[src/verilog/gf2_mul_pkg.sv]
package gf2_mul_pkg;

    // ************************************************************************
    // Polynomial sizes
    // ************************************************************************

    localparam int LIMB_W      = 71;
    localparam int NUM_LIMBS   = 4;
    localparam int OPERAND_W   = LIMB_W * NUM_LIMBS;
    // Top bit of the product word is always zero
    localparam int PRODUCT_W   = 2 * OPERAND_W;
    localparam int LIMB_PROD_W = 2 * LIMB_W - 1;

    // Limb pair counter, high half picks the a limb and low half the b limb
    localparam int STEP_W      = 4;
    // Sum of two limb indices, 0 to 6
    localparam int OFFSET_W    = 3;

    // ************************************************************************
    // Channel types
    // ************************************************************************

    typedef union packed {
        logic [OPERAND_W-1:0]             flat;
        logic [NUM_LIMBS-1:0][LIMB_W-1:0] limb;
    } operand_u;

    typedef struct packed {
        operand_u a;
        operand_u b;
    } mul_req_t;

    // Limb product with its place in the wide sum
    typedef struct packed {
        logic [LIMB_PROD_W-1:0] prod;
        logic [OFFSET_W-1:0]    offset;
        logic                   first;
        logic                   last;
    } partial_t;

endpackage
[src/verilog/karatsuba_limb_mul.sv]
`timescale 1ns/1ns

module karatsuba_limb_mul
    import gf2_mul_pkg::*;
(
    input  logic              clk,
    input  logic              reset,
    input  logic              issue_valid,
    input  logic [LIMB_W-1:0] limb_a,
    input  logic [LIMB_W-1:0] limb_b,
    input  partial_t          issue_tag,
    output logic              pp_valid,
    output partial_t          pp
);

    // Low half is the wider one, so one half multiplier serves all three products
    localparam int LO_W        = (LIMB_W + 1) / 2;
    localparam int HALF_PROD_W = 2 * LO_W - 1;

    logic [LO_W-1:0]        a_lo;
    logic [LO_W-1:0]        a_hi;
    logic [LO_W-1:0]        a_mid;
    logic [LO_W-1:0]        b_lo;
    logic [LO_W-1:0]        b_hi;
    logic [LO_W-1:0]        b_mid;
    logic [HALF_PROD_W-1:0] p_lo;
    logic [HALF_PROD_W-1:0] p_hi;
    logic [HALF_PROD_W-1:0] p_mid;
    logic [HALF_PROD_W-1:0] p_cross;
    logic [LIMB_PROD_W-1:0] prod;

    // Shift and XOR multiply, no carries between columns
    function automatic logic [HALF_PROD_W-1:0] clmul_half(
        input logic [LO_W-1:0] x,
        input logic [LO_W-1:0] y
    );
        logic [HALF_PROD_W-1:0] acc;
        acc = '0;
        for (int i = 0; i < LO_W; i++) begin
            if (y[i]) begin
                acc ^= HALF_PROD_W'(x) << i;
            end
        end
        return acc;
    endfunction

    assign a_lo  = limb_a[LO_W-1:0];
    assign a_hi  = LO_W'(limb_a[LIMB_W-1:LO_W]);
    assign b_lo  = limb_b[LO_W-1:0];
    assign b_hi  = LO_W'(limb_b[LIMB_W-1:LO_W]);
    assign a_mid = a_lo ^ a_hi;
    assign b_mid = b_lo ^ b_hi;

    assign p_lo  = clmul_half(a_lo, b_lo);
    assign p_hi  = clmul_half(a_hi, b_hi);
    assign p_mid = clmul_half(a_mid, b_mid);

    // Middle term of the Karatsuba split
    assign p_cross = p_mid ^ p_lo ^ p_hi;

    assign prod = (LIMB_PROD_W'(p_hi) << (2 * LO_W))
                ^ (LIMB_PROD_W'(p_cross) << LO_W)
                ^ LIMB_PROD_W'(p_lo);

    always_ff @(posedge clk) begin
        if (reset) begin
            pp_valid <= 1'b0;
        end else begin
            pp_valid <= issue_valid;
        end
    end

    // Tag travels with its product
    always_ff @(posedge clk) begin
        if (issue_valid) begin
            pp.prod   <= prod;
            pp.offset <= issue_tag.offset;
            pp.first  <= issue_tag.first;
            pp.last   <= issue_tag.last;
        end
    end

endmodule

[config.mk]
export PLATFORM = sky130hd
export DESIGN_NAME = karatsuba_limb_mul
export DESIGN_NICKNAME = d
export VERILOG_FILES = /design/src/verilog/gf2_mul_pkg.sv /design/src/verilog/karatsuba_limb_mul.sv
export SDC_FILE = /design/constraint.sdc
export NUM_CORES = 2
export LEC_CHECK = 0
export BUFFER_PORTS_ARGS = -buffer_cell sky130_fd_sc_hd__buf_4
export CAP_MARGIN = 20
export CORE_MARGIN = 3
export CORE_UTILIZATION = 30
export CTS_CLUSTER_DIAMETER = 200
export CTS_CLUSTER_SIZE = 20
export DETAILED_ROUTE_END_ITERATION = 7
export HOLD_SLACK_MARGIN = 0.12
export PLACE_DENSITY = 0.47
export SYNTH_ARGS = -nofsm -noshare
export SYNTH_HDL_FRONTEND = slang
export SYNTH_SLANG_ARGS = --single-unit
[constraint.sdc]
create_clock -name clk -period 2.9 [get_ports clk]
set_input_delay 0.435 -clock clk [delete_from_list [all_inputs] [get_ports clk]]
set_output_delay 0.435 -clock clk [all_outputs]
set_load 0.005 [all_outputs]
==> impl_metrics.yaml <==
critical_path:
  cp_common_cell: "xnor2_1"
  cp_top_family: "XOR/XNOR gates"
  cp-end-kind: "flop"
  path_cells: "buf_4 -> buf_4 -> nand2_1 -> xnor2_1 -> xnor2_1 -> xnor2_1 -> xnor3_1 -> xnor2_2 -> buf_4 -> xnor2_1 -> xnor3_1"
  critPathBufInv: 3
  crit_fanout: 8
  max_stage_delay_ns: 0.49
  path_class: "input pin to flop"
  start_kind: "input pin"
  cpMaxStageDelayCell: "xnor3_1"
  worstPathRequired_ns: 3.16
  crit_arrival_ns: 3.14
logic_synthesis:
  ys_ff_latch: 147
  synth_top_area_share_pct: 41.4
  synth_top_area_cell: "xnor2_1"
  synth.area.top_cells: "xnor2_1 (41%), nand2_1 (16%), xor2_1 (12%)"
  synth_fp_nets: 8847
  synth_edf_count: 146
  synthArstFlopShare_pct: 0
  ys_warn_count: 0
  syn_area_um2: 59800
  synth_sequential_area_ratio_pct: 7.36
  syn_inst: 8556
  synth_flop_cell: "edfxtp_1"
  synthDistinctLibCells: 20
  syn_avg_cell_area_um2: 6.99
power_and_ir_drop:
  leakage_nw: 31.9
  power_density_nw_per_um2: 814
  finalPower_mw: 63.6
  peakVddDrop_v: 0.000957
floorplan:
  die_area_um2: 205000
  num_io_pins: 438
  die_w_um: 453
  dieHeight_um: 453
  num_rows: 163
  core_area_um2: 198000
  initial_core_util_pct: 30.3
clock_network:
  clockRootBuffer: "clkbuf_16"
  cts_tree: "yes"
  cts_buffer_depth: 2
  path_clk_slew_ns: 0.09
  htree_levels: 4
  cts_made_buffers: 17
  cts_sinks: 147
min_path:
  min_to: "pp[3]$_DFFE_PP_"
  hold_path_class: "input pin to flop"
  min_delay_path_depth: 1
  worstHoldStart: "issue_valid"
global_routing:
  grtUsageTotal_pct: 32.1
  grt_pass1_vias: 60900
  antenna_found_initial: 8
  gr-total-overflow: 0
  grt_pass1_wl_mm: 471
  grt_start_max_net_pins: 50
placement:
  gp_congestion: 1.01
  dp_hpwl_mm: 259
  portBuffers: 296
cells_and_area:
  area_growth_pct: 30.5
  drive_above_1_share_pct: 21.6
  nets: 10100
  layout_commonest_cell: "xnor2_1"
  fin_util_pct: 39.5
  layout_common_cells: "xnor2_1 (2,818), nand2_1 (2,515), buf_4 (1,572)"
sta:
  fin_hold_ws_ns: 0.355
  maxSlewHeadroom_pct: 43.7
  fin_tns_setup_ns: 0
  rsz0062_at_grt: "false"
  finalHoldViolCount: 0
  min_period_ns: 2.87
  worst_slew_pin_slew_ns: 0.844
  fin_crit_sh_pct: 99.0
  fmax_ghz: 0.348
  slew_viol_final: 0
  setup_viol: 0
route:
  drt-vias-per-instance: 4.98
  drtAntennaViolNets: 0
  firstDrtPassIters: 6
  drt_iter0_markers: 7274
  drc: 0
  wl_per_cell_um: 27.3
  wirelength_mm: 340
  vias: 61800
outcome:
  status: "finished, final reports clean"
flow_run:
  cap_violations: 0
[synthesized netlist by cell type (6+ instances only)]
| library cell | count |
|---|---|
| nand2_2 | 6 |
| edfxtp_1 | 146 |
| buf_6 | 119 |
| nand2b_1 | 6 |
| nor2_1 | 1223 |
| clkbuf_1 | 25 |
| xnor2_4 | 67 |
| buf_2 | 283 |
| xnor2_2 | 23 |
| nand2_1 | 2515 |
| buf_4 | 354 |
| xnor3_1 | 45 |
| xnor2_1 | 2830 |
| nor2b_1 | 65 |
| xor2_1 | 840 |
[power breakdown]
group | total (mW) | switching [mW] | internal, mW
clock | 2.43 | 1.31 | 1.13
combinational | 55.4 | 29.0 | 26.4
sequential | 5.72 | 0.630 | 5.09
[through the flow]
stage / setup slack [ns] / std cells / instance area, um^2
floorplan: 0.333 / 8556 / 59800
global placement: -0.642 / 12400 / 77200
detailed placement: -0.632 / 12400 / 77200
CTS: 0.0373 / 12400 / 77900
global route: 0.00678 / 12400 / 78100
finish: 0.0279 / 12400 / 78100
[cells by family after synthesis]
family | synth area share (%)
buffers and inverters | 9.25
AND/OR/NAND/NOR | 24.3
XOR/XNOR | 59.1
flip-flops | 7.36
[what timing repair did]
| item | CTS | global route |
|---|---|---|
| hold buffers | 6 | 0 |
| setup buffers | 3 | 11 |
| gates resized for setup | 3 | 6 |
| endpoints found under the hold margin | 6 | 0 |
| setup endpoints to repair | 4 | 11 |
| pin swaps | 1 | 5 |
[final cells by class]
cell class / instances / area, um^2
Fill cell: 20700 / 120000
Multi-Input combinational cell: 7623 / 50000
Timing Repair Buffer: 1975 / 19800
Sequential cell: 147 / 4400
Tap cell: 2640 / 3300
Clock buffer: 18 / 429
Clock inverter: 14 / 126
Antenna cell: 5 / 12.5
[how the worst max path moves through the flow]
stage	slack [ns]	to	startpoint	depth (start not counted)
final	0.03	pp[73]$_DFFE_PP_	limb_b[24]	11
after global routing	0.007	pp[93]$_DFFE_PP_	limb_a[22]	12
after CTS	0.04	pp[53]$_DFFE_PP_	limb_a[3]	12
after detailed placement	-0.63	pp[78]$_DFFE_PP_	limb_a[25]	10
after global placement	-0.64	pp[73]$_DFFE_PP_	limb_a[25]	11
after floorplan	0.33	pp[78]$_DFFE_PP_	limb_a[33]	9
[metal layers]
| layer | vias up | routed length [um] | GRT usage, % |
|---|---|---|---|
| met4 | 6 | 28300 | 22.2 |
| met3 | 960 | 31000 | 5.30 |
| li1 | 27600 | - | - |
| met2 | 3662 | 144000 | 49.1 |
| met1 | 29500 | 136000 | 41.1 |
| met5 | - | 46 | 0 |
[sequential cells by signal, indices dropped and copies added, names as in the netlist]
signal / count
pp_valid: 1
pp: 146
Power figures use the tool's default switching activity.
