<file path="src/verilog/gf2_mul_pkg.sv">
package gf2_mul_pkg;

    // ************************************************************************
    // Polynomial sizes
    // ************************************************************************

    localparam int LIMB_W      = 71;
    localparam int NUM_LIMBS   = 4;
    localparam int OPERAND_W   = LIMB_W * NUM_LIMBS;
    // Top bit of the product word is always zero
    localparam int PRODUCT_W   = 2 * OPERAND_W;
    localparam int LIMB_PROD_W = 2 * LIMB_W - 1;

    // Limb pair counter, high half picks the a limb and low half the b limb
    localparam int STEP_W      = 4;
    // Sum of two limb indices, 0 to 6
    localparam int OFFSET_W    = 3;

    // ************************************************************************
    // Channel types
    // ************************************************************************

    typedef union packed {
        logic [OPERAND_W-1:0]             flat;
        logic [NUM_LIMBS-1:0][LIMB_W-1:0] limb;
    } operand_u;

    typedef struct packed {
        operand_u a;
        operand_u b;
    } mul_req_t;

    // Limb product with its place in the wide sum
    typedef struct packed {
        logic [LIMB_PROD_W-1:0] prod;
        logic [OFFSET_W-1:0]    offset;
        logic                   first;
        logic                   last;
    } partial_t;

endpackage
</file>
<file path="src/verilog/result_stage.sv">
`timescale 1ns/1ns

module result_stage
    import gf2_mul_pkg::*;
#(
    parameter int RESULT_CREDITS = 2
) (
    input  logic                 clk,
    input  logic                 reset,
    input  logic                 sum_valid,
    input  logic [PRODUCT_W-1:0] sum,
    output logic                 sum_ready,
    output logic                 result_valid,
    output logic [PRODUCT_W-1:0] result,
    input  logic                 result_credit
);

    localparam int CNT_W = $clog2(RESULT_CREDITS + 1);

    logic [CNT_W-1:0]     credits;
    logic                 hold_full;
    logic [PRODUCT_W-1:0] hold_data;
    logic                 can_send;
    logic                 send_hold;
    logic                 send_direct;
    logic                 send;

    assign can_send    = (credits != '0);
    assign send_hold   = hold_full && can_send;
    // Empty holding register lets a new sum go straight out
    assign send_direct = !hold_full && sum_valid && can_send;
    assign send        = send_hold || send_direct;
    assign sum_ready   = !hold_full || can_send;

    always_ff @(posedge clk) begin
        if (reset) begin
            credits      <= CNT_W'(RESULT_CREDITS);
            hold_full    <= 1'b0;
            result_valid <= 1'b0;
        end else begin
            result_valid <= send;
            credits      <= credits - CNT_W'(send) + CNT_W'(result_credit);
            if (sum_valid && !send_direct) begin
                hold_full <= 1'b1;
            end else if (send_hold) begin
                hold_full <= 1'b0;
            end
        end
    end

    // Older product leaves first
    always_ff @(posedge clk) begin
        if (sum_valid && !send_direct) begin
            hold_data <= sum;
        end
        if (send) begin
            result <= hold_full ? hold_data : sum;
        end
    end

    a_credit_bound : assert property (
        @(posedge clk) disable iff (reset)
        credits <= CNT_W'(RESULT_CREDITS)
    ) else $error("consumer returned more credits than it was given");

    // Sequencer holds its last pair until there is room here
    a_no_overrun : assert property (
        @(posedge clk) disable iff (reset)
        sum_valid |-> sum_ready
    ) else $error("finished product arrived while holding register is full");

endmodule

</file>
<file path="config.mk">
export PLATFORM = sky130hd
export DESIGN_NAME = result_stage
export DESIGN_NICKNAME = d
export VERILOG_FILES = /design/src/verilog/gf2_mul_pkg.sv /design/src/verilog/result_stage.sv
export SDC_FILE = /design/constraint.sdc
export NUM_CORES = 1
export LEC_CHECK = 0
export BUFFER_PORTS_ARGS = -buffer_cell sky130_fd_sc_hd__clkbuf_2
export CORE_AREA = 2 2 447 449
export CTS_BUF_LIST = sky130_fd_sc_hd__clkbuf_8
export DETAILED_ROUTE_END_ITERATION = 7
export DIE_AREA = 0 0 449 451
export GPL_ROUTABILITY_DRIVEN = 0
export SETUP_SLACK_MARGIN = 0.02
export SKIP_LAST_GASP = 1
export SYNTH_ARGS = -nofsm -noshare
export SYNTH_HDL_FRONTEND = slang
export SYNTH_SLANG_ARGS = --single-unit
</file>
<file path="constraint.sdc">
create_clock -name clk -period 74 [get_ports clk]
set_input_delay 14.8 -clock clk [delete_from_list [all_inputs] [get_ports clk]]
set_output_delay 14.8 -clock clk [all_outputs]
set_load 0.02 [all_outputs]
</file>
==> flow_summary.toml, run 1 <==
[run_status]
status = "completed"

[drt]
wirelength_um = 124000
postRouteAntennaNets = 0
wl_per_cell_um = 20.9
routed-wl-met2_um = 59800
drt_iter0_drc = 1537
met3_length_um = 11900
dr.pass1.iters = 5
wl_met1_um = 46700
top_layer = "met5"
route.vias.total = 22478
drc = 0
vias_per_cell = 3.80

[grt]
grt_usage_pct = 11.7
grt_pass1_vias = 23160
grt_max_degree = 170
grt_pass1_wl_um = 171000
antenna_found_initial = 52
grt_overflow = 0

[worst_setup_path]
crit_top_cell = "buf_4"
cp-end-kind = "flop"
reg2regPathDepth = 5
path_cells = "clkbuf_2 > nor2_1 > nor2_4 > buf_4 > buf_4 > buf_4"
path_class = "in2reg"
r2r-end = "result[11]"
cp-startpoint = "sum_valid"
required_ns = 74.45
critPathSlowestCell = "buf_4"
critPathArrivalTime_ns = 18.42
reg2reg_from = "hold_full"
crit_path_max_incr_delay_ns = 0.93
reg2reg_slack_ns = 69.32
cp_max_fo = 78
worstSetupStartpointType = "input pin"

[timing]
fmax_mhz = 55.7
fin_crit_ns = 17.97
period_share_pct = 24.3
relSlewSlack_pct = 14.5
drv_slew = 0
tns_ns = 0
hold_viol = 0
finClkSkew_ns = 0.0663
setup_violations = 0
worst_pin_slew_ns = 1.28
fin_ws_ns = 56.03
grt_setup_unrepaired = "no"

[yosys]
synthSimpleGateAreaFrac_pct = 0.0935
synthDistinctLibCells = 18
synth_area_leaders = "edfxtp_1, mux2_2, mux2_4, buf_4, buf_6"
synthMuxAreaShare_pct = 16.1
synth_area_leader_cell = "edfxtp_1"
synth_top_area_share_pct = 82.2
synth_xor_area_share_pct = 0.0543
syn-cell-area_um2 = 41500
synth_top_family_by_area = "multiplexers"
synth.cells.most_frequent = "edfxtp_1, mux2_2, mux2_4"
syn_area_per_cell_um2 = 23.2
syn_inst = 1789
synthAdderAreaFrac_pct = 0.0603
synth_compound_area_share_pct = 0.0573
ys_ff_latch = 1140
syn-num-nets = 2363
yosys_warnings = 0
ys_seq_area_share_pct = 82.4
yosysMostFrequentCell = "edfxtp_1"
synth_edf_count = 1136
async_reset_ff_share_pct = 0
synthFlopType = "edfxtp_1"

[cts]
cts_resized = 0
holdBufCountCts = 0
cts_root_buffer = "clkbuf_8"
clock_path_buffers = 3
cts.sinks = 1140
cts_tree = "built"
numCtsBuffers = 195
clk_pin_slew_ns = 0.06
ctsHtreeMaxLevel = 4
clock_latency_ns = 0.90
post_cts_buffers = 0

[placed_design]
dp.cells = 5545
port_buffers = 1141
placed_cell_area_um2 = 50300
dp_slack_ns = 55.11
dp_hpwl_um = 90400

[die]
core-area_um2 = 198000
start_util_pct = 20.9
die_h_um = 451
die_w_um = 449
io_pins = 1142
rows = 164
dieArea_um2 = 202000

[final_layout]
fin_area_um2 = 54000
layout-drive-gt1-share_pct = 61.0
fin_nets = 3660
fin_cells = 5916
area_growth_pct = 30.2

[pwr]
p_seq_share_pct = 50.5
p_sw_uw = 540
power_density_nw_per_um2 = 33.1
power_uw = 1790
vdd_drop_max_v = 0.0000212
p_int_uw = 1250
comb_power_share_pct = 18.9
pwr-share-clk_pct = 30.6
switching_share_pct = 30.2
p_leak_uw = 0.0201

[flow_run]
drv_cap = 0

[hold_path]
hp-class = "reg2reg"
hold_depth = 1
hold_start = "hold_data[68]"
hold_end = "result[68]"
==> cells by family after synthesis <==
group	after synthesis
AOI/OAI and AO/OA	3
xor gates and xnor gates	1
adders and majority gates	2
buffers and inverters	67
DFF	1140
muxes	568
and+or+nand+nor	8
==> layer usage <==
| metal | vias up | track usage [%] |
|---|---|---|
| met5 | - | 0 |
| met4 | 40 | 5.52 |
| met3 | 287 | 5.33 |
| met2 | 986 | 18.6 |
| met1 | 11276 | 13.3 |
| li1 | 9889 | - |
==> final cells by class <==
type,instances,area [µm²]
diodes,18,45.0
clock inverters,158,1010
inverters,3,11.3
multi-input cells,582,6810
flip-flops and latches,1140,34200
clock buffers,195,2680
fillers,20173,144000
repair buffers,1164,5930
well taps,2656,3320
==> critical path, delay by kind of cell <==
kind / cells / cell delay (ns)
AND/OR/NAND/NOR: 2 / 0.79
buffers and inverters: 4 / 2.62
==> power groups by stage <==
stage                     Combinational, µW  Sequential [µW]  Clock [µW]
after floorplan                         115             1090           0
after global placement                  342              912           0
after detailed placement                344              915           0
after CTS                               345              902         568
after global routing                    357              912         594
final                                   338              901         547
==> how the worst max path moves through the flow <==
| stage | end | slack, ns | cells after the start |
|---|---|---|---|
| final | result[11] | 56.03 | 6 |
| after global routing | result[40] | 55.88 | 6 |
| after CTS | result[11] | 56.11 | 6 |
| after detailed placement | result[12] | 55.11 | 6 |
| after global placement | result[18] | 55.18 | 6 |
| after floorplan | credits[1] | 31.87 | 7 |
==> metrics by stage <==
stage / utilization [%] / hold slack (ns)
3_5_place_dp: 25.4 / 0.531
5_1_grt: 27.2 / 0.516
3_3_place_gp: 25.4 / 0.527
6_report: 27.2 / 0.509
4_1_cts: 27.2 / 0.504
2_1_floorplan: - / 0.523
==> cells in the final DEF (no fill, tap or decap), drive strengths merged, types with 2 or more instances in the layout <==
cell,n
nand2,2
clkbuf,1336
nor2,3
dfxtp,4
clkinv,64
clkinvlp,6
diode,18
buf,23
inv,83
bufinv,8
ha,2
mux2,568
edfxtp,1136
==> registers in the layout, indices dropped and copies added, names as in the netlist <==
name / flops
result_valid: 1
hold_full: 1
hold_data: 568
result: 568
credits: 2
Note: power is estimated with default switching activity, not from simulation.
==> inputs of run 2 (changes only) <==
- clock period: 74 -> 18.15 ns (I/O delays scaled with it)
==> run 2 against run 1 <==
  * Wire length grew 14%
  * Sequential cell count is the same
  * Non-clock buffer count is the same
  * Via count grew 2.2%
  * Combinational power grew to 4.2 times the previous value
  * Sequential share of layout area shrank 0.26 points
  * Count of clock-buffer cells in the layout grew 11
  * Utilization grew 0.11 points
  * Critical path type unchanged
  * Critical endpoint is now result[114]
  * Largest power group unchanged
==> flow_summary.toml, run 2 (synthesis gave the netlist of run 1 again) <==
[placed_design]
dp.cells = 5545
dp_slack_ns = 10.34
port_buffers = 1141
dp_hpwl_um = 105000

[grt]
grt_pass1_vias = 23603
top_usage_layer = "met2"
gr-usage-met3_pct = 6.72
gr-usage-met1_pct = 15.0
grt_usage_pct = 13.4
grt_max_degree = 161
grt_overflow = 0
grt_pass1_wl_um = 190000
use_met2_pct = 21.0
antenna_found_initial = 89

[run_status]
status = "completed"

[pwr]
p_seq_share_pct = 49.4
power_uw = 7440
switching_share_pct = 30.5
p_leak_uw = 0.0202
power_density_nw_per_um2 = 137
pwr-share-clk_pct = 31.7
vdd_drop_max_v = 0.0000674
p_int_uw = 5170
comb_power_share_pct = 19.0
p_sw_uw = 2270

[worst_setup_path]
cp-end-kind = "flop"
required_ns = 18.67
cp_max_fo = 145
reg2reg_slack_ns = 12.62
reg2regPathDepth = 7
critPathArrivalTime_ns = 7.43
worstSetupStartpointType = "input pin"
path_class = "in2reg"

[timing]
fmax_mhz = 145
finClkSkew_ns = 0.0382
period_share_pct = 38.1
hold_viol = 0
relSlewSlack_pct = 20.4
fin_ws_ns = 11.23
fin_crit_ns = 6.92
worst_pin_slew_ns = 1.19
tns_ns = 0
drv_slew = 0
grt_setup_unrepaired = "no"
setup_violations = 0

[final_layout]
fin_cells = 5945
most-common-layout-cells = "clkbuf_2, edfxtp_1, mux2_2"
final_common_cell = "clkbuf_2"
reg_top3 = "hold_data x568, result x568, credits x2"
area_growth_pct = 30.8
regArea_um2 = 34200
fin_nets = 3667
multi_input_area_um2 = 6810
n_fill_cell = 20190
layout-drive-gt1-share_pct = 61.3

[cts]
cts_resized = 0
ctsHtreeMaxLevel = 4
clk_pin_slew_ns = 0.06
clock_path_buffers = 3
holdBufCountCts = 0
post_cts_buffers = 0
clock_latency_ns = 0.92
cts_root_buffer = "clkbuf_8"
cts.sinks = 1140
numCtsBuffers = 202
cts_tree = "built"

[die]
rows = 164
start_util_pct = 20.9
die_h_um = 451
dieArea_um2 = 202000
io_pins = 1142
die_w_um = 449
core-area_um2 = 198000

[flow_run]
drv_cap = 0

[hold_path]
hp-class = "reg2reg"
hold_depth = 1

[drt]
route.vias.total = 22974
postRouteAntennaNets = 0
drc = 0
dr.pass1.iters = 6
vias_per_cell = 3.86
wirelength_um = 140000
wl_per_cell_um = 23.6
drt_iter0_drc = 1854
run 2: changes by cell type in the layout (fill, tap and decap cells not counted), sizes merged:
cell	delta
diode	+14
clkbuf	+11
clkinv	+11
inv	-10
bufinv	+3
run 2: metrics by stage:
step / hold WS (ns) / util, % / area, µm²
after CTS: 0.477 / 27.3 / 54200
after global placement: 0.526 / 25.4 / 50300
after detailed placement: 0.531 / 25.4 / 50300
final: 0.520 / 27.4 / 54200
after global routing: 0.517 / 27.3 / 54200
after floorplan: 0.523 / - / 41500
run 2: power groups by stage:
stage / combinational (µW) / sequential (µW) / clock [µW]
after global routing: 1490 / 3720 / 2560
after global placement: 1430 / 3720 / 0
after floorplan: 471 / 4250 / 0
final: 1410 / 3670 / 2350
after detailed placement: 1440 / 3730 / 0
after CTS: 1450 / 3680 / 2450
run 2: worst paths after layout:
kind,to,from
hold reg to reg,result[116],hold_data[116]
setup reg to reg,result[114],hold_full
hold / removal,result[116],hold_data[116]
setup / recovery,result[114],sum_valid
run 2: per-layer routing:
metal	up-vias	wire length (µm)	share of wire, %
met3	341	15800	11
met2	1040	65700	47
met4	86	6970	5.0
li1	9923	-	-
met1	11584	51500	37
met5	-	585	0.42
run 2: final cells by class:
type / instances / share of cell area (%)
inverter: 3 / 0.0208
clock buffer: 206 / 5.23
tap: 2656 / 6.13
sequential: 1140 / 63.1
timing repair buffer: 1164 / 10.9
antenna: 32 / 0.148
clock inverter: 162 / 1.95
multi-input combinational: 582 / 12.6
run 2: worst max-delay path, cell delays in order:
cell and delay, ns:
clkbuf_2 0.18, nor2_1 0.11, nor2_4 0.14, buf_4 0.58
buf_12 0.63, buf_4 0.86, buf_4 0.89
==> inputs of run 3 (changes only) <==
- ABC_AREA: unset -> 1
- CORE_AREA: 2 2 447 449 -> 2 2 448 450
- DIE_AREA: 0 0 449 451 -> 0 0 450 452
- clock period: 18.15 -> 5.9 ns (I/O delays scaled with it)
==> run 3 against run 2 <==
  * Global-route usage increased by 0.57 points
  * Clock skew increased by 0.024 ns
  * Critical path depth decreased by 1
  * Clock power increased to 3.0 times the previous value
  * Register-to-register slack got worse by 10 ns
  * Area after synthesis increased by 0.22%
  * Wire length increased by 5.3%
  * Worst setup slack got worse by 9.0 ns
  * Critical path type is now reg2reg
  * Highest routed layer unchanged
==> flow_summary.toml, run 3 <==
[cts]
cts_resized = 0
clk_pin_slew_ns = 0.06
clock_latency_ns = 0.94
cts_root_buffer = "clkbuf_8"
cts_tree = "built"
ctsHtreeMaxLevel = 4
cts.sinks = 1140
holdBufCountCts = 0
numCtsBuffers = 196
post_cts_buffers = 0
clock_path_buffers = 3

[timing]
fmax_mhz = 271
relSlewSlack_pct = 20.1
grt_setup_unrepaired = "no"
worst_pin_slew_ns = 1.20
finClkSkew_ns = 0.0625
hold_viol = 0
setup_violations = 0
fin_crit_ns = 3.70
period_share_pct = 62.6
drv_slew = 0

[final_layout]
regArea_um2 = 34200
area_growth_pct = 30.1
layout-drive-gt1-share_pct = 32.8
reg_top3 = "hold_data x568, result x568, credits x2"
most-common-layout-cells = "nand2_1, clkbuf_2, edfxtp_1"
final_common_cell = "nand2_1"
fin_area_um2 = 54100
multi_input_area_um2 = 6540
fin_nets = 4820
n_fill_cell = 20684
fin_cells = 7071

[drt]
dr.pass1.iters = 5
wl_per_cell_um = 20.9
vias_per_cell = 3.97
postRouteAntennaNets = 0
drt_iter0_drc = 2487
route.vias.total = 28101
wirelength_um = 148000
drc = 0

[pwr]
power_uw = 24700
vdd_drop_max_v = 0.000265
p_seq_share_pct = 48.8
switching_share_pct = 33.9
p_sw_uw = 8390
p_leak_uw = 0.0227
comb_power_share_pct = 22.3
p_int_uw = 16300
pwr-share-clk_pct = 28.9
power_density_nw_per_um2 = 457

[yosys]
async_reset_ff_share_pct = 0
syn-cell-area_um2 = 41600
ys_seq_area_share_pct = 82.3
synthFlopType = "edfxtp_1"
ys_ff_latch = 1140
yosys_warnings = 0
yosysMostFrequentCell = "nand2_1"
synth_area_leaders = "edfxtp_1, nand2_1, buf_4, buf_2, buf_6"
synth_top_area_share_pct = 82.1
synth_area_leader_cell = "edfxtp_1"
synthDistinctLibCells = 17
syn_inst = 2995
syn-num-nets = 3569
synth_edf_count = 1136
syn_area_per_cell_um2 = 13.9
synth.cells.most_frequent = "nand2_1, edfxtp_1, buf_2"

[grt]
top_usage_layer = "met2"
use_met2_pct = 21.9
gr-usage-met1_pct = 16.9
grt_pass1_wl_um = 204000
antenna_found_initial = 71
grt_overflow = 0
grt_usage_pct = 14.0
grt_pass1_vias = 27505
gr-usage-met3_pct = 5.58
grt_max_degree = 192

[die]
io_pins = 1142
dieArea_um2 = 203000
rows = 164
die_h_um = 452
start_util_pct = 20.9
core-area_um2 = 199000
die_w_um = 450

[placed_design]
placed_cell_area_um2 = 50200
port_buffers = 1141
dp_hpwl_um = 109000
dp.cells = 6704

[worst_setup_path]
path_cells = "inv_8 > o21ai_0 > nand2_8 > clkinvlp_4 > buf_12 > buf_4"
worstSetupStartpointType = "flop"
crit_path_max_incr_delay_ns = 0.52
crit_family = "buffers and inverters"
critPathArrivalTime_ns = 4.34
cp-end-kind = "flop"
critPathSlowestCell = "inv_8"
required_ns = 6.55
cp_max_fo = 144
path_class = "reg2reg"
worst-path-buf-inv = 4
reg2reg_slack_ns = 2.20

[hold_path]
hp-class = "in2reg"

[flow_run]
drv_cap = 0

[run_status]
status = "completed"
## run 3: cell count changes after synthesis, moves of 2 or more
cell / delta
buf_6: +11
clkbuf_1: +8
mux2_4: -76
nand3_1: +2
buf_2: +44
mux2_2: -492
nand2_1: +1707
inv_1: +3
## run 3: worst paths after layout
path,from,end,cells after the start
worst max-delay path,hold_full,hold_data[298],6
worst min-delay path,sum[186],hold_data[186],1
worst max register to register,hold_full,hold_data[298],6
worst min register to register,hold_data[274],result[274],2
## run 3: kinds of logic after synthesis
family | Yosys count | synth area share [%]
AND/OR/NAND/NOR | 1717 | 15.5
flip-flops | 1140 | 82.3
buffers and inverters | 134 | 2.14
AO/OA/AOI/OAI | 2 | 0.0241
adder cells (fa/ha/maj) | 2 | 0.0602
## run 3: cell type report
class / instances / area share (%)
Timing Repair Buffer: 1180 / 11.4
Sequential cell: 1140 / 63.2
Inverter: 7 / 0.0694
Clock buffer: 196 / 4.99
Tap cell: 2656 / 6.14
Antenna cell: 23 / 0.106
Clock inverter: 148 / 2.04
Multi-Input combinational cell: 1721 / 12.1
## run 3: through the flow
stage | hold WS [ns] | setup TNS, ns | util, % | setup WS (ns)
4_1_cts | 0.263 | 0 | 27.2 | 2.20
2_1_floorplan | 0.494 | -4777.86 | - | -4.99
3_5_place_dp | 0.501 | 0 | 25.3 | 2.25
6_report | 0.426 | 0 | 27.2 | 2.20
3_3_place_gp | 0.498 | 0 | 25.3 | 2.35
5_1_grt | 0.321 | 0 | 27.2 | 2.05
## run 3: per-layer routing
layer  up-vias  share of wire, %
met1     13588                39
met2      1335                46
met4        66               4.4
met3       370               9.9
li1      12742                 -
met5         -              0.27
## run 3: power by group through the flow
stage	clock, µW	combinational, µW	sequential, µW
after floorplan	0	1750	14000
after detailed placement	0	5630	12200
after global placement	0	5570	12200
final	7150	5520	12100
after CTS	7400	5640	12100
after global routing	7710	5930	12200
