--- src/verilog/gf2_mul_pkg.sv ---
package gf2_mul_pkg;

    // ************************************************************************
    // Polynomial sizes
    // ************************************************************************

    localparam int LIMB_W      = 71;
    localparam int NUM_LIMBS   = 4;
    localparam int OPERAND_W   = LIMB_W * NUM_LIMBS;
    // Top bit of the product word is always zero
    localparam int PRODUCT_W   = 2 * OPERAND_W;
    localparam int LIMB_PROD_W = 2 * LIMB_W - 1;

    // Limb pair counter, high half picks the a limb and low half the b limb
    localparam int STEP_W      = 4;
    // Sum of two limb indices, 0 to 6
    localparam int OFFSET_W    = 3;

    // ************************************************************************
    // Channel types
    // ************************************************************************

    typedef union packed {
        logic [OPERAND_W-1:0]             flat;
        logic [NUM_LIMBS-1:0][LIMB_W-1:0] limb;
    } operand_u;

    typedef struct packed {
        operand_u a;
        operand_u b;
    } mul_req_t;

    // Limb product with its place in the wide sum
    typedef struct packed {
        logic [LIMB_PROD_W-1:0] prod;
        logic [OFFSET_W-1:0]    offset;
        logic                   first;
        logic                   last;
    } partial_t;

endpackage
--- src/verilog/mul_sequencer.sv ---
`timescale 1ns/1ns

module mul_sequencer
    import gf2_mul_pkg::*;
(
    input  logic              clk,
    input  logic              reset,
    input  logic              req_valid,
    input  mul_req_t          req,
    output logic              req_credit,
    input  logic              sum_ready,
    output logic              issue_valid,
    output logic [LIMB_W-1:0] limb_a,
    output logic [LIMB_W-1:0] limb_b,
    output partial_t          issue_tag
);

    localparam int IDX_W = STEP_W / 2;
    localparam logic [STEP_W-1:0] LAST_STEP = STEP_W'(NUM_LIMBS * NUM_LIMBS - 1);

    mul_req_t          req_q;
    logic              started;
    logic              busy;
    logic [STEP_W-1:0] step;
    logic [IDX_W-1:0]  idx_a;
    logic [IDX_W-1:0]  idx_b;
    logic              accept;
    logic              issue_go;

    assign idx_a  = step[STEP_W-1:IDX_W];
    assign idx_b  = step[IDX_W-1:0];
    assign accept = !busy && req_valid;

    // Final pair waits for the result stage, so a finished sum always has a place
    assign issue_go = busy && (step != LAST_STEP || sum_ready);

    // ************************************************************************
    // Slot control and request credits
    // ************************************************************************

    always_ff @(posedge clk) begin
        if (reset) begin
            started     <= 1'b0;
            busy        <= 1'b0;
            step        <= '0;
            issue_valid <= 1'b0;
            req_credit  <= 1'b0;
        end else begin
            started     <= 1'b1;
            issue_valid <= issue_go;
            // One credit for the single slot once out of reset
            req_credit  <= !started;
            if (accept) begin
                busy <= 1'b1;
                step <= '0;
            end else if (issue_go) begin
                step <= step + 1'b1;
                if (step == LAST_STEP) begin
                    busy       <= 1'b0;
                    req_credit <= 1'b1;
                end
            end
        end
    end

    // ************************************************************************
    // Operand capture and limb selection
    // ************************************************************************

    always_ff @(posedge clk) begin
        if (accept) begin
            req_q <= req;
        end
        if (issue_go) begin
            limb_a           <= req_q.a.limb[idx_a];
            limb_b           <= req_q.b.limb[idx_b];
            issue_tag.prod   <= '0;
            issue_tag.offset <= OFFSET_W'(idx_a) + OFFSET_W'(idx_b);
            issue_tag.first  <= (step == '0);
            issue_tag.last   <= (step == LAST_STEP);
        end
    end

    // Source spends a credit only while the slot is free
    a_no_req_while_busy : assert property (
        @(posedge clk) disable iff (reset)
        req_valid |-> !busy
    ) else $error("request arrived while the multiplier slot is busy");

endmodule

--- config.mk ---
export PLATFORM = sky130hd
export DESIGN_NAME = mul_sequencer
export DESIGN_NICKNAME = d
export VERILOG_FILES = /design/src/verilog/gf2_mul_pkg.sv /design/src/verilog/mul_sequencer.sv
export SDC_FILE = /design/constraint.sdc
export NUM_CORES = 1
export LEC_CHECK = 0
export BUFFER_PORTS_ARGS = -buffer_cell sky130_fd_sc_hd__buf_2
export CORE_AREA = 2 2 338 340
export CTS_BUF_LIST = sky130_fd_sc_hd__clkbuf_16
export DETAILED_ROUTE_END_ITERATION = 12
export DIE_AREA = 0 0 340 342
export PLACE_DENSITY = 0.43
export RECOVER_POWER = 100
export SETUP_SLACK_MARGIN = 0.3
export SYNTH_ARGS = -nofsm -noshare
export SYNTH_HDL_FRONTEND = slang
export SYNTH_SLANG_ARGS = --single-unit
--- constraint.sdc ---
create_clock -name clk -period 13.2 [get_ports clk]
set_clock_uncertainty 0.2 [all_clocks]
set_input_delay 0.66 -clock clk [delete_from_list [all_inputs] [get_ports clk]]
set_output_delay 0.66 -clock clk [all_outputs]
set_load 0.01 [all_outputs]
==> results_dict.tcl, run 1 <==
set metrics [dict create \
    status "complete, but fails checks" \
    violations "max-capacitance violations, max-slew violations" \
    critPathLaunchType "flop" \
    slew_violations 336 \
    clk_latency_ns 0.66 \
    port_buffers 720 \
    cts_tree "built" \
    gr-total-overflow 0 \
    yosysTopAreaCell "edfxtp_1" \
    synth_top_cell_area_share_pct 81.5 \
    die_w_um 340 \
    wirelength_um 76100 \
    fin_ws_ns 6.01 \
    power_mw 5.37 \
    period_needed_ns 7.19 \
    core_area_mm2 0.113 \
    gp_congestion 0.782 \
    row_count 124 \
    dpl_cell_area_mm2 0.0312 \
    grtUsageTotal_pct 12.7 \
    hpwl_um 52300 \
    period_share_pct 54.4 \
    peakVddDrop_v 0.000136 \
    finalSetupTns_ns 0 \
    grt_pass1_vias 17200 \
    grt_max_degree 177 \
    hold_violations 0 \
    area_growth_pct 48.8 \
    drc 0 \
    fillers 10900 \
    setup_viol 0 \
    hold_class "in -> reg" \
    clock-sinks 723 \
    yosysWarnings 0 \
    worstMarginPinSlew_ns 4.51 \
    worstPathArrival_ns 7.35 \
    ys_types 31 \
    post-place-cells 3284 \
    whs_ns 0.146 \
    cp.required_ns 13.36 \
    htree_levels 3 \
    first_iter_violations 845 \
    synth.cell_area_mm2 0.0264 \
    leakage_nw 14.2 \
    relSlewSlack_pct -201 \
    path_max_fanout 35 \
    cap_violations 8 \
    fin_area_mm2 0.0392 \
    power.density_mw_per_mm2 137 \
    grt_setup_unrepaired "no" \
    clkTransAtPathRegs_ns 0.06 \
    synthTopCellsByArea "edfxtp_1 (81%), mux4_2 (12%), buf_4 (4.2%)" \
    io_pins 862 \
    ctsResizeCount 0 \
    syn_avg_cell_area_um2 24.5 \
    detail-route-antenna-nets 0 \
    fmax_mhz 139 \
    ys_seq_elements 723 \
    wl_per_cell_um 19.0 \
    antenna_found_initial 20 \
    final_util_pct 34.7 \
    place_ws_ns 8.95 \
    path_class "reg -> reg" \
    final_nets 3002 \
    cts_max_path_buffers 3 \
    grt_pass1_wl_um 108000 \
    start_util_pct 23.3 \
    cts_buffers 84 \
    cp-end-kind "flop" \
    yosysSeqAreaShare_pct 82.1 \
    root_buffer "clkbuf_16" \
    dieArea_mm2 0.116 \
    instances_no_fill 4010 \
    first_pass_iters 5 \
    die_h_um 342 \
    vias 15300 \
    syn-instance-count 1075 \
    via_per_inst 3.82 \
    drive_above_1_share_pct 30.7 \
]
==> area by class of cell <==
type                            count  area [µm²]  share of cell area (%)
Timing Repair Buffer             1299        9100                    23.2
Multi-Input combinational cell    309        3940                    10.0
Tap cell                         1512        1890                    4.82
Clock inverter                     64         459                    1.17
Clock buffer                       85        2130                    5.42
Inverter                            9        41.3                   0.105
Antenna cell                        9        22.5                  0.0574
Sequential cell                   723       21600                    55.2
==> layer usage <==
layer	global-route usage (%)	wire length, µm	vias up
met4	4.44	2270	6
met1	13.8	27500	7614
met2	23.5	40600	679
met3	3.61	5610	128
li1	-	-	6888
met5	0	40	-
==> flip-flops by register name (all words and copies together) (netlist names) <==
register and cells:
limb_b 71, issue_tag 5, req_credit 1, issue_valid 1
limb_a 71, req_q 568, started 1, step 4
busy 1
==> kinds of logic after synthesis <==
| family | count (synthesis) | share of synthesized area (%) |
|---|---|---|
| other cells | 1 | 0.0142 |
| buf+inv | 183 | 4.96 |
| compound gates | 8 | 0.233 |
| mux | 143 | 12.2 |
| fa+ha+maj | 4 | 0.218 |
| simple gates | 13 | 0.313 |
| flops | 723 | 82.1 |
==> cell usage in the layout, fill, tap and decap left out, types with 2 or more instances in the layout <==
cell type	instances
dfxtp_1	6
clkinvlp_4	2
bufinv_16	4
buf_4	3
buf_12	2
dfxtp_4	2
clkbuf_1	224
diode_2	9
clkinv_8	2
a21oi_1	2
nand3_1	3
buf_2	497
mux4_2	142
inv_1	29
clkbuf_2	5
clkinv_2	14
dlygate4sd3_1	568
clkbuf_16	85
edfxtp_1	715
inv_6	2
ha_1	3
clkinv_1	15
inv_16	3
and3_1	2
conb_1	141
==> worst paths after layout <==
| kind | from | to | slack, ns | cells after the start |
|---|---|---|---|---|
| setup / recovery | step[2] | limb_a[24] | 6.01 | 3 |
| hold / removal | sum_ready | step[2] | 0.15 | 3 |
| setup reg to reg | step[2] | limb_a[24] | 6.01 | 3 |
| hold reg to reg | started | req_credit | 0.21 | 1 |
==> power by group <==
group	internal [mW]	leakage (nW)	switching [mW]	total (mW)
Clock	1.25	1.35	0.953	2.20
Combinational	0.232	5.95	0.196	0.429
Sequential	2.69	6.88	0.0443	2.74
==> worst max-delay path: stages (launching register included) <==
cell and delay (ns):
dfxtp_1 1.16, clkbuf_1 2.72, clkbuf_1 2.05, mux4_2 0.70
==> timing repair <==
| item | in CTS | in global routing |
|---|---|---|
| setup buffers | 0 | 0 |
| hold endpoints to repair | 570 | 0 |
| hold buffers | 568 | 0 |
==> synthesized netlist by cell type <==
| cell | instances |
|---|---|
| o2111a_1 | 1 |
| o2111ai_1 | 1 |
| a21oi_1 | 2 |
| nand4_1 | 1 |
| buf_4 | 147 |
| clkbuf_1 | 1 |
| dfxtp_1 | 8 |
| inv_1 | 9 |
| and3_1 | 2 |
| buf_2 | 17 |
| a211oi_1 | 1 |
| conb_1 | 1 |
| mux4_2 | 142 |
| o211a_1 | 1 |
| or3_1 | 1 |
| nand2b_1 | 1 |
| buf_1 | 4 |
| buf_12 | 1 |
| nor2_1 | 1 |
| o41ai_1 | 1 |
| ha_1 | 3 |
| nor3b_1 | 1 |
| mux2i_1 | 1 |
| buf_6 | 4 |
| and4b_4 | 1 |
| nor4_1 | 1 |
| nor3_1 | 1 |
| o21ai_0 | 1 |
| nand3_1 | 3 |
| fa_1 | 1 |
| edfxtp_1 | 715 |
(Power assumes the default switching activity.)
==> run 2, diff against run 1 <==
ABC_AREA = 1   (was default)
CORE_AREA = 2 2 331 333   (was 2 2 338 340)
DIE_AREA = 0 0 333 335   (was 0 0 340 342)
PLACE_DENSITY = 0.44   (was 0.43)
clock period = 6.2 ns   (was 13.2 ns; I/O delays follow)
==> results_dict.tcl, run 2 <==
set metrics [dict create \
    status "complete, but fails checks" \
    violations "max-capacitance violations, max-slew violations" \
    fin_area_mm2 0.0395 \
    ctsResizeCount 0 \
    syn-instance-count 1719 \
    p_int_mw 8.87 \
    syn_avg_cell_area_um2 15.6 \
    synth_top_family_by_area "compound AO/OA/AOI/OAI gates" \
    gr-total-overflow 0 \
    first_pass_iters 5 \
    hold_buffers 573 \
    timing.rr.end "limb_a[57]" \
    wl_per_cell_um 19.6 \
    worstPathArrival_ns 4.09 \
    power_frac_seq_pct 50.6 \
    hold_class "in -> reg" \
    die_h_um 335 \
    yosysSeqAreaShare_pct 80.7 \
    min_from "req[38]" \
    clock-sinks 723 \
    power.density_mw_per_mm2 292 \
    period_needed_ns 4.07 \
    antenna_found_initial 31 \
    startpoint "req_valid" \
    p_comb_share_pct 8.3 \
    gp_congestion 0.789 \
    reg_top3 "req_q x568, limb_a x71, limb_b x71" \
    drc 0 \
    yosysWarnings 0 \
    synth_top_cell_area_share_pct 80.1 \
    area_growth_pct 47.2 \
    most-common-layout-cells "edfxtp_1 (715), dlygate4sd3_1 (573), buf_2 (444)" \
    reg2reg_from "step[2]" \
    htree_levels 3 \
    drive_above_1_share_pct 19.2 \
    grt_max_degree 173 \
    slew_violations 164 \
    yosys.cell_count.top_type "edfxtp_1" \
    cts_max_path_buffers 3 \
    synthTopCellsByArea "edfxtp_1 (80%), o21ai_0 (5.2%), buf_4 (4.1%)" \
    row_count 121 \
    dieArea_mm2 0.112 \
    mostFrequentLayoutCell "edfxtp_1" \
    synthArstFlopShare_pct 0 \
    synth_mux_area_share_pct 0 \
    p_clk_share_pct 41.1 \
    clkTransAtPathRegs_ns 0.06 \
    synth-simple-area-share_pct 4.42 \
    synthFlopType "edfxtp_1" \
    grt_pass1_wl_um 127000 \
    period_share_pct 65.6 \
    path_class "in -> reg" \
    cp-endpoint "req_q[72]" \
    instances_no_fill 4526 \
    vias 19100 \
    post_cts.repair.setup_buffers 0 \
    final_nets 3599 \
    peakVddDrop_v 0.000236 \
    place_ws_ns 3.34 \
    port_buffers 720 \
    synthXorXnorAreaFrac_pct 0 \
    ys_types 21 \
    switching_share_pct 23.1 \
    fmax_mhz 246 \
    synthTopCellsByCount "edfxtp_1 (715), nor2_1 (292), o21ai_0 (278), buf_4 (148), o22ai_1 (142)" \
    via_per_inst 4.21 \
    setup_viol 0 \
    leakage_nw 14.6 \
    first_iter_violations 1267 \
    regMostFlops "req_q" \
    synth_compound_area_share_pct 8.73 \
    io_pins 862 \
    relSlewSlack_pct -57.3 \
    cp-end-kind "flop" \
    grtUsageTotal_pct 15.4 \
    cap_violations 4 \
    die_w_um 333 \
    r2r_slack_ns 2.22 \
    cp.required_ns 6.22 \
    synthAdderAreaFrac_pct 0.215 \
    ys_seq_elements 723 \
    path_max_fanout 41 \
    power_mw 11.5 \
    dpl_cell_area_mm2 0.0314 \
    critPathLaunchType "input port" \
    fillers 10500 \
    final_util_pct 36.5 \
    synth_edf_count 715 \
    hold_violations 0 \
    fin_ws_ns 2.13 \
    yosysTopAreaCell "edfxtp_1" \
    grt_pass1_vias 20100 \
    cts_buffers 83 \
    wirelength_um 88900 \
    detail-route-antenna-nets 0 \
    worstMarginPinSlew_ns 2.36 \
    cts_tree "built" \
    hpwl_um 58900 \
    worstRegToRegCells 4 \
    synth.cell_area_mm2 0.0268 \
    grt_setup_unrepaired "no" \
    core_area_mm2 0.108 \
    power.switching_mw 2.66 \
    clk_latency_ns 0.67 \
    root_buffer "clkbuf_16" \
    post-place-cells 3779 \
    start_util_pct 24.8 \
    largest_reg_flops 568 \
]
-- run 2: per-stage QoR --
step,TNS (ns),hold WS [ns]
2_1_floorplan,-1799.12,0.179
3_3_place_gp,0,0.215
3_5_place_dp,0,0.202
4_1_cts,0,0.0705
5_1_grt,0,0.117
6_report,0,0.145
-- run 2: how the worst min path moves through the flow --
stage	to	slack, ns	cells after the start
6_report	req_q[38]	0.15	2
3_3_place_gp	req_credit	0.21	1
5_1_grt	req_q[179]	0.12	2
3_5_place_dp	req_credit	0.20	1
2_1_floorplan	req_credit	0.18	1
4_1_cts	req_q[221]	0.07	2
-- run 2: layout make-up --
| cell class | count | area [µm²] | area share (%) |
|---|---|---|---|
| multi-input cells | 888 | 4110 | 10.4 |
| inverters | 14 | 63.8 | 0.162 |
| diodes | 22 | 55.1 | 0.140 |
| flip-flops and latches | 723 | 21600 | 54.8 |
| clock buffers | 84 | 2100 | 5.33 |
| repair buffers | 1313 | 9200 | 23.3 |
| clock inverters | 68 | 520 | 1.32 |
| well taps | 1414 | 1770 | 4.48 |
-- run 2: cells by family (layout without fill, tap and decap cells) --
kind of cell,after synthesis,count (layout)
AO/OA/AOI/OAI,432,432
adder cells (fa/ha/maj),4,4
buffers and inverters,248,1479
flip-flops,723,723
other,1,163
AND/OR/NAND/NOR,311,311
-- run 2: critical path: stages --
cell,delay (ns)
dlygate4sd3_1,0.53
clkbuf_1,0.26
inv_6,0.04
nor2_1,1.14
clkbuf_1,1.75
-- run 2: power groups by stage --
stage / logic [mW] / clock network [mW] / registers [mW]
finish: 0.959 / 4.74 / 5.83
global route: 1.05 / 5.07 / 5.85
CTS: 1.00 / 4.89 / 5.82
detailed placement: 0.698 / 0 / 5.92
global placement: 0.682 / 0 / 5.92
floorplan: 0.334 / 0 / 5.98
-- run 2: metal layers --
| layer | up-vias | GRT usage (%) | routed length (µm) | part of all wire, % |
|---|---|---|---|---|
| li1 | 8801 | - | - | - |
| met1 | 9256 | 16.9 | 33000 | 37 |
| met2 | 825 | 27.6 | 45800 | 51 |
| met3 | 185 | 4.75 | 6830 | 7.7 |
| met4 | 10 | 6.45 | 3210 | 3.6 |
| met5 | - | 0 | 69 | 0.078 |
==> run 3, diff against run 2 <==
PLACE_DENSITY = 0.43   (was 0.44)
clock period = 3.8 ns   (was 6.2 ns; I/O delays follow)
==> results_dict.tcl, run 3 (synthesis gave the netlist of run 2 again) <==
set metrics [dict create \
    cts_max_path_buffers 3 \
    drive_above_1_share_pct 20.2 \
    relSlewSlack_pct -6.64 \
    row_count 121 \
    p_comb_share_pct 8.8 \
    grt_setup_unrepaired "no" \
    die_w_um 333 \
    cts_tree "built" \
    clk_latency_ns 0.63 \
    fin_ws_ns 0.829 \
    antenna_found_initial 27 \
    clkTransAtPathRegs_ns 0.06 \
    worstRegToRegCells 4 \
    wirelength_um 87500 \
    cp-endpoint "limb_a[40]" \
    grt_pass1_vias 20300 \
    dpl_cell_area_mm2 0.0315 \
    hold_violations 0 \
    worstPathCellList "buf_4 > clkbuf_2 > o21ai_0 > o22ai_1" \
    reg_top3 "req_q x568, limb_a x71, limb_b x71" \
    cp.depth 4 \
    grt_max_degree 148 \
    setup_viol 0 \
    p_int_mw 14.3 \
    power_frac_seq_pct 51.3 \
    seq_area_mm2 0.0216 \
    die_h_um 335 \
    period_needed_ns 2.97 \
    drc 0 \
    slew_violations 62 \
    gp_congestion 0.786 \
    first_pass_iters 4 \
    slowest_stage "clkbuf_2" \
    detail-route-antenna-nets 0 \
    fmax_mhz 337 \
    cp.required_ns 4.07 \
    worstMarginPinSlew_ns 1.60 \
    grtUsageTotal_pct 15.1 \
    regMostFlops "req_q" \
    ctsResizeCount 0 \
    clock-sinks 723 \
    cp-end-kind "flop" \
    multiInputGateArea_mm2 0.00412 \
    port_buffers 720 \
    cts_buffers 83 \
    power.density_mw_per_mm2 461 \
    fin_area_mm2 0.0401 \
    peakVddDrop_v 0.000353 \
    hold_buffers 639 \
    start_util_pct 24.8 \
    reg2reg_from "step[3]" \
    hold_class "in -> reg" \
    grt_pass1_wl_um 125000 \
    violations "max-capacitance violations, max-slew violations" \
    root_buffer "clkbuf_16" \
    cap_violations 1 \
    worstPathArrival_ns 3.24 \
    via_per_inst 4.20 \
    wl_per_cell_um 19.0 \
    leakage_nw 15.0 \
    first_iter_violations 1017 \
    most-common-layout-cells "edfxtp_1 (715), dlygate4sd3_1 (639), buf_2 (492)" \
    power.switching_mw 4.23 \
    switching_share_pct 22.9 \
    io_pins 862 \
    cp_top_family "buffers and inverters" \
    fillers 10500 \
    status "complete, but fails checks" \
    largest_reg_flops 568 \
    dieArea_mm2 0.112 \
    gr-total-overflow 0 \
    critPathLaunchType "flop" \
    path_class "reg -> reg" \
    htree_levels 3 \
    mostFrequentLayoutCell "edfxtp_1" \
    path_max_fanout 42 \
    r2r_slack_ns 0.83 \
    area_growth_pct 49.6 \
    worst-path-buf-inv 2 \
    post_cts.repair.setup_buffers 0 \
    cpPeakStageDelay_ns 0.95 \
    core_area_mm2 0.108 \
    vias 19300 \
    hpwl_um 58100 \
    place_ws_ns 1.29 \
    p_clk_share_pct 39.9 \
    timing.rr.end "limb_a[40]" \
    power_mw 18.5 \
    final_util_pct 37.1 \
    period_share_pct 78.2 \
    final_nets 3674 \
    startpoint "step[3]" \
]
[run 3: worst min-delay path by stage]
| stage | start | end | slack (ns) | cells past startpoint |
|---|---|---|---|---|
| 2_1_floorplan | reset | req_credit | 0.06 | 1 |
| 3_3_place_gp | req[27] | req_q[27] | 0.17 | 1 |
| 3_5_place_dp | req[511] | req_q[511] | 0.17 | 1 |
| 4_1_cts | req[145] | req_q[145] | 0.0003 | 2 |
| 5_1_grt | req[560] | req_q[560] | 0.01 | 2 |
| 6_report | req[32] | req_q[32] | 0.06 | 2 |
[run 3: layout make-up]
| class | instances | share of cell area [%] |
|---|---|---|
| antenna | 15 | 0.0936 |
| clock buffer | 85 | 5.30 |
| clock inverter | 65 | 0.874 |
| inverter | 14 | 0.147 |
| multi-input combinational | 888 | 10.3 |
| sequential | 723 | 54.0 |
| tap | 1414 | 4.41 |
| timing repair buffer | 1388 | 25.0 |
[run 3: metrics by stage]
step	instances	hold slack (ns)	setup TNS [ns]
floorplan	1859	0.0591	-3171.77
global placement	3788	0.166	0
detailed placement	3788	0.168	0
CTS	4577	0.000260	0
global route	4586	0.0103	0
finish	4592	0.0590	0
[run 3: power groups by stage]
stage / Combinational [mW] / Sequential, mW / Clock, mW
2_1_floorplan: 0.546 / 9.75 / 0
3_3_place_gp: 1.11 / 9.65 / 0
3_5_place_dp: 1.14 / 9.65 / 0
4_1_cts: 1.69 / 9.49 / 7.61
5_1_grt: 1.78 / 9.53 / 7.90
6_report: 1.62 / 9.49 / 7.38
[run 3: metal layers]
metal | part of all wire, % | track usage [%]
met1 | 38 | 16.5
met2 | 52 | 27.5
met3 | 7.9 | 4.75
met4 | 2.7 | 5.14
met5 | 0.079 | 0
